$ cat config.mk
export PLATFORM = sky130hd
export DESIGN_NAME = daFirTop
export DESIGN_NICKNAME = d
export VERILOG_FILES = /design/src/rtl/daFirPkg.sv /design/src/rtl/daFirTop.sv /design/src/rtl/firConfig.sv /design/src/rtl/daAccumulator.sv /design/src/rtl/tapDelayLine.sv /design/src/rtl/daLutUnit.sv /design/src/rtl/daLut.sv
export VERILOG_INCLUDE_DIRS = /design/src /design/src/rtl
export SDC_FILE = /design/constraint.sdc
export NUM_CORES = 1
export LEC_CHECK = 0
export ABC_AREA = 1
export BUFFER_PORTS_ARGS = -buffer_cell sky130_fd_sc_hd__buf_2
export CAP_MARGIN = 20
export CELL_PAD_IN_SITES_DETAIL_PLACEMENT = 1
export CELL_PAD_IN_SITES_GLOBAL_PLACEMENT = 1
export CORE_MARGIN = 2
export CORE_UTILIZATION = 47
export DETAILED_ROUTE_END_ITERATION = 10
export GPL_ROUTABILITY_DRIVEN = 0
export PLACE_DENSITY = 0.87
export SLEW_MARGIN = 30
export SYNTH_ARGS = -nofsm -noshare
export SYNTH_HDL_FRONTEND = slang
export SYNTH_SLANG_ARGS = --single-unit
$ cat constraint.sdc
create_clock -name clk -period 7.3 [get_ports clk]
set_clock_uncertainty 0.1 [all_clocks]
set_input_delay 1.46 -clock clk [delete_from_list [all_inputs] [get_ports clk]]
set_output_delay 1.46 -clock clk [all_outputs]
set_load 0.005 [all_outputs]
$ cat src/rtl/daFir_consts.svh
`ifndef DAFIR_CONSTS_SVH
`define DAFIR_CONSTS_SVH

// Filter geometry.
`define DA_TAPS         8
`define DA_SAMPLE_BITS  16
`define DA_COEF_BITS    12
`define DA_ACC_BITS     32
`define DA_LUT_SIZE     4

// Coefficients listed c7 down to c0, so tap 0 (newest sample) is the last element.
`define DA_COEFS {12'sd33, -12'sd88, 12'sd300, 12'sd420, 12'sd160, -12'sd45, 12'sd19, -12'sd7}

// Partition registers plus one stage per adder layer.
`define DA_LUT_LATENCY (1 + $clog2((`DA_TAPS + `DA_LUT_SIZE - 1) / `DA_LUT_SIZE))

// Register map.
`define DA_ADDR_CTRL    2'd0
`define DA_ADDR_SHIFT   2'd1

`endif
$ cat src/rtl/daFirPkg.sv
`include "daFir_consts.svh"

package daFirPkg;

    typedef logic signed [`DA_SAMPLE_BITS-1:0] sampleT;
    typedef logic signed [`DA_COEF_BITS-1:0]   coefT;
    typedef logic signed [`DA_ACC_BITS-1:0]    accT;

    // Output keeps the sample width.
    typedef logic signed [`DA_SAMPLE_BITS-1:0] resultT;

    typedef logic [$clog2(`DA_SAMPLE_BITS)-1:0] shiftT;

    // Register port.
    typedef logic [1:0]  cfgAddrT;
    typedef logic [15:0] cfgDataT;

    // Control register layout, bit 0 is enable.
    typedef struct packed {
        logic saturate;
        logic enable;
    } ctrlRegT;

endpackage

$ cat src/rtl/daFirTop.sv
`timescale 1ns/1ps
`include "daFir_consts.svh"

module daFirTop (
    input  logic                clk,
    input  logic                reset,
    input  logic                sampleValid,
    input  daFirPkg::sampleT    sampleIn,
    input  logic                cfgWrite,
    input  daFirPkg::cfgAddrT   cfgAddr,
    input  daFirPkg::cfgDataT   cfgWriteData,
    output daFirPkg::cfgDataT   cfgReadData,
    output logic                busy,
    output daFirPkg::resultT    result,
    output logic                resultValid
);
    import daFirPkg::*;

    logic                enable;
    logic                saturate;
    shiftT               shift;
    logic [`DA_TAPS-1:0] bitPlane;
    logic                planeValid;
    logic                planeFirst;
    logic                planeLast;
    accT                 partialSum;

    firConfig config_ (
        .clk          (clk),
        .reset        (reset),
        .cfgWrite     (cfgWrite),
        .cfgAddr      (cfgAddr),
        .cfgWriteData (cfgWriteData),
        .cfgReadData  (cfgReadData),
        .enable       (enable),
        .saturate     (saturate),
        .shift        (shift)
    );

    tapDelayLine delayLine (
        .clk         (clk),
        .reset       (reset),
        .enable      (enable),
        .sampleValid (sampleValid),
        .sampleIn    (sampleIn),
        .busy        (busy),
        .bitPlane    (bitPlane),
        .planeValid  (planeValid),
        .planeFirst  (planeFirst),
        .planeLast   (planeLast)
    );

    daLutUnit lutUnit (
        .clk        (clk),
        .bitPlane   (bitPlane),
        .partialSum (partialSum)
    );

    // Markers go in undelayed. The accumulator lines them up with partialSum.
    daAccumulator accum (
        .clk         (clk),
        .reset       (reset),
        .partialSum  (partialSum),
        .planeValid  (planeValid),
        .planeFirst  (planeFirst),
        .planeLast   (planeLast),
        .saturate    (saturate),
        .shift       (shift),
        .result      (result),
        .resultValid (resultValid)
    );

endmodule

$ cat src/rtl/firConfig.sv
`timescale 1ns/1ps
`include "daFir_consts.svh"

module firConfig (
    input  logic                clk,
    input  logic                reset,
    input  logic                cfgWrite,
    input  daFirPkg::cfgAddrT   cfgAddr,
    input  daFirPkg::cfgDataT   cfgWriteData,
    output daFirPkg::cfgDataT   cfgReadData,
    output logic                enable,
    output logic                saturate,
    output daFirPkg::shiftT     shift
);
    import daFirPkg::*;

    ctrlRegT ctrlReg;
    shiftT   shiftReg;

    always_ff @(posedge clk) begin
        if (reset) begin
            ctrlReg  <= '0;
            shiftReg <= '0;
        end else if (cfgWrite) begin
            case (cfgAddr)
                `DA_ADDR_CTRL:  ctrlReg  <= ctrlRegT'(cfgWriteData[$bits(ctrlRegT)-1:0]);
                `DA_ADDR_SHIFT: shiftReg <= cfgWriteData[$bits(shiftT)-1:0];
                default: ;   // Unused addresses.
            endcase
        end
    end

    // Readback straight from the address.
    always_comb begin
        case (cfgAddr)
            `DA_ADDR_CTRL:  cfgReadData = cfgDataT'(ctrlReg);
            `DA_ADDR_SHIFT: cfgReadData = cfgDataT'(shiftReg);
            default:        cfgReadData = '0;
        endcase
    end

    assign enable   = ctrlReg.enable;
    assign saturate = ctrlReg.saturate;
    assign shift    = shiftReg;

endmodule

$ cat src/rtl/daAccumulator.sv
`timescale 1ns/1ps
`include "daFir_consts.svh"

module daAccumulator (
    input  logic               clk,
    input  logic               reset,
    input  daFirPkg::accT      partialSum,
    input  logic               planeValid,
    input  logic               planeFirst,
    input  logic               planeLast,
    input  logic               saturate,
    input  daFirPkg::shiftT    shift,
    output daFirPkg::resultT   result,
    output logic               resultValid
);
    import daFirPkg::*;

    localparam int Lat     = `DA_LUT_LATENCY;
    localparam int IdxBits = $clog2(`DA_SAMPLE_BITS);
    localparam coefT [`DA_TAPS-1:0] Coefs = `DA_COEFS;
    localparam accT ResMax = (accT'(1) <<< ($bits(resultT) - 1)) - 1;
    localparam accT ResMin = -(accT'(1) <<< ($bits(resultT) - 1));

    function automatic accT coefTotal();
        accT s;
        s = '0;
        for (int k = 0; k < `DA_TAPS; k++) begin
            s = s + Coefs[k];
        end
        return s;
    endfunction

    localparam accT CoefSum = coefTotal();

    logic [Lat-1:0]     validPipe;
    logic [Lat-1:0]     firstPipe;
    logic [Lat-1:0]     lastPipe;
    logic               dValid;
    logic               dFirst;
    logic               dLast;
    logic [IdxBits-1:0] bitIdx;
    logic [IdxBits-1:0] curIdx;
    accT                acc;
    accT                weighted;
    accT                total;
    accT                half;
    accT                rounded;
    accT                shifted;

    // ********************************************************************
    // Marker delay, matched to the LUT unit
    // ********************************************************************

    always_ff @(posedge clk) begin
        if (reset) begin
            validPipe <= '0;
            firstPipe <= '0;
            lastPipe  <= '0;
        end else begin
            validPipe[0] <= planeValid;
            firstPipe[0] <= planeFirst;
            lastPipe[0]  <= planeLast;
            for (int i = 1; i < Lat; i++) begin
                validPipe[i] <= validPipe[i - 1];
                firstPipe[i] <= firstPipe[i - 1];
                lastPipe[i]  <= lastPipe[i - 1];
            end
        end
    end

    assign dValid = validPipe[Lat-1];
    assign dFirst = firstPipe[Lat-1];
    assign dLast  = lastPipe[Lat-1];

    // ********************************************************************
    // Shift-accumulate and output stage
    // ********************************************************************

    assign curIdx   = dFirst ? '0 : bitIdx;
    assign weighted = partialSum <<< curIdx;
    // Sign plane has weight -2^15.
    assign total    = (dFirst ? -CoefSum : acc) + (dLast ? -weighted : weighted);
    assign half     = total >>> 1;   // Total is always even here.
    assign rounded  = (shift == '0) ? half : half + (accT'(1) <<< (shift - 1'b1));
    assign shifted  = rounded >>> shift;

    always_ff @(posedge clk) begin
        if (reset) begin
            bitIdx      <= '0;
            resultValid <= 1'b0;
        end else begin
            resultValid <= dValid && dLast;
            if (dValid) begin
                bitIdx <= curIdx + 1'b1;
            end
        end
    end

    always_ff @(posedge clk) begin
        if (dValid) begin
            acc <= total;
        end
        if (dValid && dLast) begin
            if (!saturate) begin
                result <= resultT'(shifted);   // Wrap to the low bits.
            end else if (shifted > ResMax) begin
                result <= resultT'(ResMax);
            end else if (shifted < ResMin) begin
                result <= resultT'(ResMin);
            end else begin
                result <= resultT'(shifted);
            end
        end
    end

endmodule

$ cat src/rtl/tapDelayLine.sv
`timescale 1ns/1ps
`include "daFir_consts.svh"

module tapDelayLine (
    input  logic                 clk,
    input  logic                 reset,
    input  logic                 enable,
    input  logic                 sampleValid,
    input  daFirPkg::sampleT     sampleIn,
    output logic                 busy,
    output logic [`DA_TAPS-1:0]  bitPlane,
    output logic                 planeValid,
    output logic                 planeFirst,
    output logic                 planeLast
);
    import daFirPkg::*;

    localparam int CntBits = $clog2(`DA_SAMPLE_BITS);
    localparam logic [CntBits-1:0] LastBit = CntBits'(`DA_SAMPLE_BITS - 1);

    sampleT             taps [`DA_TAPS];
    logic [CntBits-1:0] bitCnt;
    logic               accept;

    assign accept = sampleValid && enable && !busy;

    // Filter history starts from silence.
    always_ff @(posedge clk) begin
        if (reset) begin
            for (int k = 0; k < `DA_TAPS; k++) begin
                taps[k] <= '0;
            end
        end else if (accept) begin
            taps[0] <= sampleIn;   // Newest sample at tap 0.
            for (int k = 1; k < `DA_TAPS; k++) begin
                taps[k] <= taps[k - 1];
            end
        end
    end

    always_ff @(posedge clk) begin
        if (reset) begin
            busy       <= 1'b0;
            bitCnt     <= '0;
            planeValid <= 1'b0;
            planeFirst <= 1'b0;
            planeLast  <= 1'b0;
        end else begin
            planeValid <= busy;
            planeFirst <= busy && (bitCnt == '0);
            planeLast  <= busy && (bitCnt == LastBit);
            if (accept) begin
                busy   <= 1'b1;
                bitCnt <= '0;
            end else if (busy) begin
                bitCnt <= bitCnt + 1'b1;
                if (bitCnt == LastBit) begin
                    busy <= 1'b0;   // Sixteen planes sent.
                end
            end
        end
    end

    // One bit of every tap, LSB first.
    always_ff @(posedge clk) begin
        if (busy) begin
            for (int k = 0; k < `DA_TAPS; k++) begin
                bitPlane[k] <= taps[k][bitCnt];
            end
        end
    end

endmodule

$ cat src/rtl/daLutUnit.sv
`timescale 1ns/1ps
`include "daFir_consts.svh"

module daLutUnit (
    input  logic                 clk,
    input  logic [`DA_TAPS-1:0]  bitPlane,
    output daFirPkg::accT        partialSum
);
    import daFirPkg::*;

    localparam int NParts  = (`DA_TAPS + `DA_LUT_SIZE - 1) / `DA_LUT_SIZE;
    localparam int NLayers = $clog2(NParts);
    localparam coefT [`DA_TAPS-1:0] Coefs = `DA_COEFS;

    // Nodes in one layer of the tree. Layer 0 is the partition registers.
    function automatic int layerNodes(int layer);
        int n;
        n = NParts;
        for (int i = 0; i < layer; i++) begin
            n = (n + 1) / 2;
        end
        return n;
    endfunction

    // First node of a layer in the flat node array.
    function automatic int layerBase(int layer);
        int base;
        base = 0;
        for (int i = 0; i < layer; i++) begin
            base += layerNodes(i);
        end
        return base;
    endfunction

    localparam int NNodes = layerBase(NLayers + 1);

    accT lutOut [NParts];
    accT node   [NNodes];

    // ********************************************************************
    // Table partitions
    // ********************************************************************

    for (genvar p = 0; p < NParts; p++) begin : partGen
        localparam int Lo    = p * `DA_LUT_SIZE;
        localparam int Width = (`DA_TAPS - Lo < `DA_LUT_SIZE) ? (`DA_TAPS - Lo) : `DA_LUT_SIZE;
        localparam coefT [Width-1:0] Slice = Coefs[Lo +: Width];

        daLut #(
            .size  (Width),
            .coefs (Slice)
        ) lut (
            .sel     (bitPlane[Lo +: Width]),
            .partial (lutOut[p])
        );

        always_ff @(posedge clk) begin
            node[p] <= lutOut[p];
        end
    end

    // ********************************************************************
    // Adder tree
    // ********************************************************************

    for (genvar l = 1; l <= NLayers; l++) begin : layerGen
        localparam int Prev    = layerBase(l - 1);
        localparam int Cur     = layerBase(l);
        localparam int PrevCnt = layerNodes(l - 1);

        for (genvar i = 0; i < layerNodes(l); i++) begin : nodeGen
            if (2 * i + 1 < PrevCnt) begin : addGen
                always_ff @(posedge clk) begin
                    node[Cur + i] <= node[Prev + 2 * i] + node[Prev + 2 * i + 1];
                end
            end else begin : passGen
                always_ff @(posedge clk) begin
                    node[Cur + i] <= node[Prev + 2 * i];   // Odd leftover waits a stage.
                end
            end
        end
    end

    assign partialSum = node[layerBase(NLayers)];

endmodule

$ cat src/rtl/daLut.sv
`timescale 1ns/1ps

module daLut #(
    parameter int                          size  = 4,
    parameter daFirPkg::coefT [size-1:0]   coefs = '0
) (
    input  logic [size-1:0]  sel,
    output daFirPkg::accT    partial
);
    import daFirPkg::*;

    accT lutRom [2**size];

    // Offset-binary entry: +c for a set bit, -c for a clear one.
    function automatic accT entryValue(int index);
        accT acc;
        acc = '0;
        for (int j = 0; j < size; j++) begin
            if (index[j]) begin
                acc = acc + coefs[j];
            end else begin
                acc = acc - coefs[j];
            end
        end
        return acc;
    endfunction

    for (genvar i = 0; i < 2**size; i++) begin : romGen
        localparam accT Entry = entryValue(i);
        assign lutRom[i] = Entry;
    end

    assign partial = lutRom[sel];

endmodule

### Yosys cells after proc, flatten, opt, wreduce, memory -nomap -nowiden

Memory sizes are Yosys's and may differ from the RTL's.
Index checks and enable logic that the tools add are counted.
W data, S select, Z words.

* multiplexer cells: 44
* $add $sub $neg: 7
* bitwise operators: 10
* shift-type cells: 3
* equality and inequality tests: 2
* reductions and logical operators: 12
* order comparisons: 5

Operators with widths (number)
* $mux W32: 7
* $mux W16: 11
* $add A32 B32 Y32: 2
* $add A31 B32 Y32: 1
* $bmux W1 S4: 8
* $gt A32 B16 Y1 const B: 1
* $lt A32 B16 Y1 const B: 1
* $neg A32 Y32: 1
* $sshl A2 B4 Y32 const A: 1
* $sshl A32 B4 Y32: 1
* $sshr A32 B4 Y32: 1
* $mux W1: 16
* $ge A5 B5 Y1 const B: 2
* $not A4 Y5: 2
* $add A4 B1 Y4 const B: 2
* $logic_not A4 Y1: 2
* $or A1 B1 Y1: 8
* $pmux W4 S2: 1
* $logic_and A1 B1 Y1: 5
* $lt A4 B5 Y1 const B: 1
* $eq A4 B4 Y1 const B: 1
* $mux W4: 1
* $reduce_and A2 Y1: 2
* $sub A4 B1 Y4 const B: 1
* other kinds (4): 4

* bits in registers: 81
* memories: 4
* bits in read-only memories: 1024
* output and inout bits: 34
* logic and storage cells: 103
* RAM bits: 224
* input bits: 38

Memory list
* (no name shown): words 16, width 32, rd ports 1, clocked after memory_dff 0, wr ports 0, RTL line daLut.sv:33 `assign partial = lutRom[sel];`
* (no name shown): words 16, width 32, rd ports 1, clocked after memory_dff 0, wr ports 0, RTL line daLut.sv:33
* delayLine.taps: words 8, width 16, rd ports 8, clocked after memory_dff 0, wr ports 8, RTL line tapDelayLine.sv:21 `` sampleT taps [`DA_TAPS]; ``
* lutUnit.node: words 3, width 32, rd ports 3, clocked after memory_dff 0, wr ports 3, RTL line daLutUnit.sv:38 `accT node [NNodes];`

### Depth between registers and ports, before layout

* depth in word-level cells: 12
* gate-level depth with buffers: 54
* mapped depth without buffers: 51

### Cells and area by module

From an unflattened synthesis, not the netlist that was laid out.

* cell total of the unflattened synthesis: 3462
* area total of the unflattened synthesis: 22932.0 um^2

By module, submodules not included
* daAccumulator: instances 1, area each 10329.9 um^2, cells each 1864
* tapDelayLine: instances 1, area each 6857.8 um^2, cells each 785
* daLutUnit: instances 1, area each 4485.6 um^2, cells each 619
* daLut (lutUnit.partGen[1].lut): instances 1, area each 504.2 um^2, cells each 81
* firConfig: instances 1, area each 391.6 um^2, cells each 60
* daLut (lutUnit.partGen[0].lut): instances 1, area each 362.8 um^2, cells each 53

### Worst setup path after synthesis

No wires, ideal clock.

* path type: register -> register
* start point: register accum.firstPipe[1]
* end point: register accum.result[12] (data pin)
* buffers on the path: 5
* required time: 6948 ps
* period minus slack after synthesis: 5680 ps
* path slack: 1620 ps
* cell stages (with the launch flop): 47
* data arrival time: 5328 ps
* cells stage by stage: dfxtp_1 buf_6 inv_4 nand2_4 buf_8 buf_6 nand3_1 nor2_1 inv_1 nor2_1 inv_1 ha_1 nand3_1 nor2_2 nand3_2 o31ai_1 xor2_1 inv_1 (+11 left out) a211oi_1 nand3_1 buf_6 nand3_1 nand3_1 nand3_2 nand3_2 nand3_1 nand2_1 nand2_1 nand2_1 nor2_1 nand2_1 nor2_1 nand2_1 nand2_2 buf_6 nand2_1

* longest elaborated chain between the ends: 12

Ends and longest elaborated chain
* from (decl): RTL line daAccumulator.sv:36 `logic [Lat-1:0] firstPipe;`
* from (signal, indexed assignment): RTL line daAccumulator.sv:65 `firstPipe[i] <= firstPipe[i - 1];`
* $mux W4: RTL line daAccumulator.sv:79 `assign curIdx = dFirst ? '0 : bitIdx;`
* $sshl A32 B4 Y32: RTL line daAccumulator.sv:80 `assign weighted = partialSum <<< curIdx;`
* $neg A32 Y32: RTL line daAccumulator.sv:82 `assign total = (dFirst ? -CoefSum : acc) + (dLast ? -weighted : weighted);`
* $mux W32: RTL line daAccumulator.sv:82
* $add A32 B32 Y32 (*): RTL line daAccumulator.sv:82
* via accum.total[14]: RTL line daAccumulator.sv:45 `accT total;`
* $add A31 B32 Y32: RTL line daAccumulator.sv:84 `assign rounded = (shift == '0) ? half : half + (accT'(1) <<< (shift - 1'b1));`
* $mux W32 (*): RTL line daAccumulator.sv:84
* $sshr A32 B4 Y32 (*): RTL line daAccumulator.sv:85 `assign shifted = rounded >>> shift;`
* $lt A32 B16 Y1: RTL line daAccumulator.sv:108 `end else if (shifted < ResMin) begin`
* $mux W16: RTL line daAccumulator.sv:108
* $mux W16: RTL line daAccumulator.sv:106 `end else if (shifted > ResMax) begin`
* $mux W16 (*): RTL line daAccumulator.sv:104 `if (!saturate) begin`
* to (signal assigned): RTL line daAccumulator.sv:105 `result <= resultT'(shifted);`
* to (signal assigned): RTL line daAccumulator.sv:107 `result <= resultT'(ResMax);`
* to (signal assigned): RTL line daAccumulator.sv:109 `result <= resultT'(ResMin);`
* to (decl): RTL line daAccumulator.sv:13 `output daFirPkg::resultT result,`

Mark *: on every way through the listed nets, which the timed path passes. The rest lies on a longest branch.
A chain may end at the register's enable or synchronous reset.

### Worst setup path in the final report

* start point: register accum.firstPipe[1]
* end point: register accum.result[11] (data pin)

Same word-level chain as after synthesis.

==> summary.txt <==
Setup path
  – Max stage delay cell, worst path: ha_1
  – Max stage delay on crit path: 0.41 ns
  – Worst R2R Start: accum.firstPipe[1]
  – R2r endpoint: accum.result[11]
  – CP Max Fanout: 29
  – CP delay by family, top: simple AND/OR/NAND/NOR gates
  – CP Class: reg -> reg
  – Crit path buf inv count: 6
  – Crit. End Element: flop
  – R2r worst-path depth: 42
  – Req. time, crit path: between 7 and 8 ns
  – CP startpoint kind: flop
  – CP dominant cell by count: nand2_1
  – Worst path arrival time: a little over 7 ns
  – Reg2reg setup slack: about 0.49 ns

Timing
  – Slew Limit Headroom: 0.394
  – Fmax achieved: 147 MHz
  – # setup viols final: 0
  – Period utilisation layout: 0.934
  – Slew Limit Fails: 0
  – Hold slack: between 0.3 and 0.4 ns
  – Worst Tran Pin Value: 0.904 ns
  – Final hold violations: 0
  – Minimum clock period: roughly 7 ns

Floorplan
  – Die area: approximately 42000 µm²
  – Core Region: 39900 µm²
  – Die Height: 206 µm
  – Die Width: between 200 and 250 µm
  – Row count: 73
  – I/O pin count: 72
  – Initial core utilization: 0.479

Placement
  – HPWL Detailed: around 42000 µm
  – Placed Instance Area: 19600 µm²
  – IO Port Bufs: 47

Cells and area
  – Most common cell after layout, fill and taps aside: nand2_1
  – Most frequent cells in the layout: 702 x nand2_1, 375 x inv_1, 296 x nor2_1
  – Share of cells above drive strength 1: 0.0976
  – Area grow syn2layout: 9.31%
  – Final instance area: roughly 21000 µm²
  – Nets: 2848
  – Fillcell total: around 5200
  – Antenna Cells: 0

Worst hold path
  – Hold depth: 2
  – HP Class: reg -> reg
  – Worst hold endpoint: accum.firstPipe[1]
  – Hold_sp: accum.firstPipe[0]

Synth
  – Proportion of synthesized area in mux cells: 0.00157
  – Simple-gate portion of the synthesized area: 0.333
  – Main combinational cell family by area after synthesis: simple AND/OR/NAND/NOR gates
  – Post-Synthesis Cell Area: 19100 µm²
  – Sequential area share after synthesis: 0.363
  – Post-synthesis compound-gate area fraction: 0.101
  – Post-synthesis xor/xnor area fraction: 0.0307
  – Synth Warn #: 0
  – Post-Syn Instances: around 2700
  – Unique masters post-synth: 55
  – Post-Syn Area per Cell: between 7 and 8 µm²
  – Post-synthesis adder-cell area fraction: 0.0629
  – Post-synthesis register bit count: 255

Clock network
  – # clock sinks: 255
  – CTS buffer count: 30
  – Clk slew on worst S/H paths: around 0.060 ns
  – Clk_lat worst skew: 0.59 ns
  – Max Buffers Root-to-Sink: 3
  – Hold_buf cts: 0
  – Number of H-tree levels: 1
  – CTS tree: built
  – Clock root buffer: clkbuf_16

GRT
  – Global Route Usage Sum: 0.271
  – GR peak layer: met2
  – Met1 Use GR: 0.337
  – Largest net degree at the start of global routing: between 90 and 100
  – Antenna violations before repair: 0
  – First-pass GRT wire length: a little over 90000 µm
  – Total gr overflow: 0
  – Met3 GRT Util: 0.0234
  – Grt met2 use: 0.494
  – Vias in the first global route: around 19000

Flow run
  – # Max-Cap Violations: 0

Power and ir drop
  – Worst vdd ir: between 200 and 250 µV
  – PnR Total Power: between 4000 and 5000 µW
  – Pwr/cell area: about 230 nW/µm²
  – Leakage: 0.00986 µW

Detailed routing
  – Routed vias/inst: between 5 and 6
  – WL/cell: around 18 µm
  – Number of remaining DRC errors: 0
  – Detailed Route WL: roughly 58000 µm
  – 1st-iter DRT viols: 1085
  – Via Count: about 18000
  – Antenna Nets Post-Route: 0
  – DRT Pass-1 Iters: 5

Outcome
  – Status: complete, no violations
-- routing by layer --
metal	vias up	wire [µm]
li1	8779	-
met1	8696	24600
met2	410	29200
met3	120	2190
met4	0	1850
met5	-	0
-- cell families after synthesis --
logic type / count (synthesis)
mux: 3
buf+inv: 502
flops: 255
simple gates: 1457
fa+ha+maj: 87
xor+xnor: 67
compound gates: 347
other cells: 1
-- layout make-up --
| cell class | count | area [µm²] | area share |
|---|---|---|---|
| inverter | 386 | 1450 | 0.0696 |
| timing repair buffer | 77 | 487 | 0.0233 |
| multi-input combinational | 1973 | 10300 | 0.495 |
| tap | 525 | 657 | 0.0315 |
| clock buffer | 42 | 826 | 0.0395 |
| clock inverter | 14 | 170 | 0.00815 |
| sequential | 255 | 6940 | 0.332 |
-- flip-flops by register name, summed over array words and instances, names as in the netlist, 2 cells and up --
name / count
delayLine.taps: 128
lutUnit.node: 47
accum.acc: 31
accum.result: 16
delayLine.bitPlane: 8
accum.bitIdx: 4
config_.shift: 4
delayLine.bitCnt: 4
accum.firstPipe: 2
accum.lastPipe: 2
accum.validPipe: 2
-- report_power, final --
part / leakage, µW / switching [µW] / internal [µW] / total (µW)
logic: 0.00695 / 1070 / 468 / 1530
clock network: 0.000488 / 619 / 897 / 1520
registers: 0.00242 / 41.7 / 1650 / 1700
-- metrics by stage --
step	setup slack, ns	setup TNS, ns	cells	utilization
after floorplan	1.62	0	2730	-
after global placement	0.495	0	3210	0.492
after detailed placement	0.127	0	3210	0.492
after CTS	0.0894	0	3266	0.517
after global routing	-0.108	-1.25	3272	0.523
final	0.485	0	3272	0.523
-- how the worst max path moves through the flow --
stage                                   to                from  slack (ns)  cells after the start
after floorplan           accum.result[12]  accum.firstPipe[1]        1.62                     46
after global placement    accum.result[11]  accum.firstPipe[1]        0.49                     40
after detailed placement  accum.result[11]  accum.firstPipe[1]        0.13                     40
after CTS                 accum.result[11]  accum.firstPipe[1]        0.09                     40
after global routing      accum.result[11]  accum.firstPipe[1]       -0.11                     50
final                     accum.result[11]  accum.firstPipe[1]        0.49                     42
-- Yosys cell counts (all sizes together) --
master  number  share of area
a21oi      136          0.036
nand3      309          0.087
inv        384          0.076
a31oi        9         0.0029
buf         67          0.022
a2111o       7         0.0041
a211oi       3         0.0012
mux2i        3         0.0016
a21o         1        0.00039
o22ai        7         0.0023
o21bai       3         0.0012
xor2        48          0.022
or2         26         0.0085
dfxtp       72          0.075
edfxtp     183           0.29
nor3        16         0.0042
nand4       32          0.011
o31ai        5         0.0020
fa          15          0.016
nor2       323          0.067
o21ai      150          0.040
o311ai       1        0.00046
nand2      733           0.15
o21a         2        0.00079
a22oi        2        0.00079
a32oi        1        0.00046
xnor2       19         0.0087
o41ai        3         0.0014
and2         8         0.0026
ha          72          0.047
o221ai       2        0.00092
o211ai       6         0.0024
clkbuf      49         0.0096
conb         1        0.00020
nand3b       8         0.0031
a21boi       7         0.0028
nor4         1        0.00033
clkinv       2        0.00039
a221oi       1        0.00046
and3         1        0.00033
a41oi        1        0.00046
-- tightest hold or removal path, stage by stage (launching register included) --
cell     delay (ns)
dfxtp_1        0.30
inv_1          0.05
nor2_1         0.03
-- timing repair --
action / in CTS / in global routing
setup buffers: 0 / 6
setup endpoints to repair: 0 / 15
gates resized for setup: 0 / 45
Power figures use the tool's default switching activity.
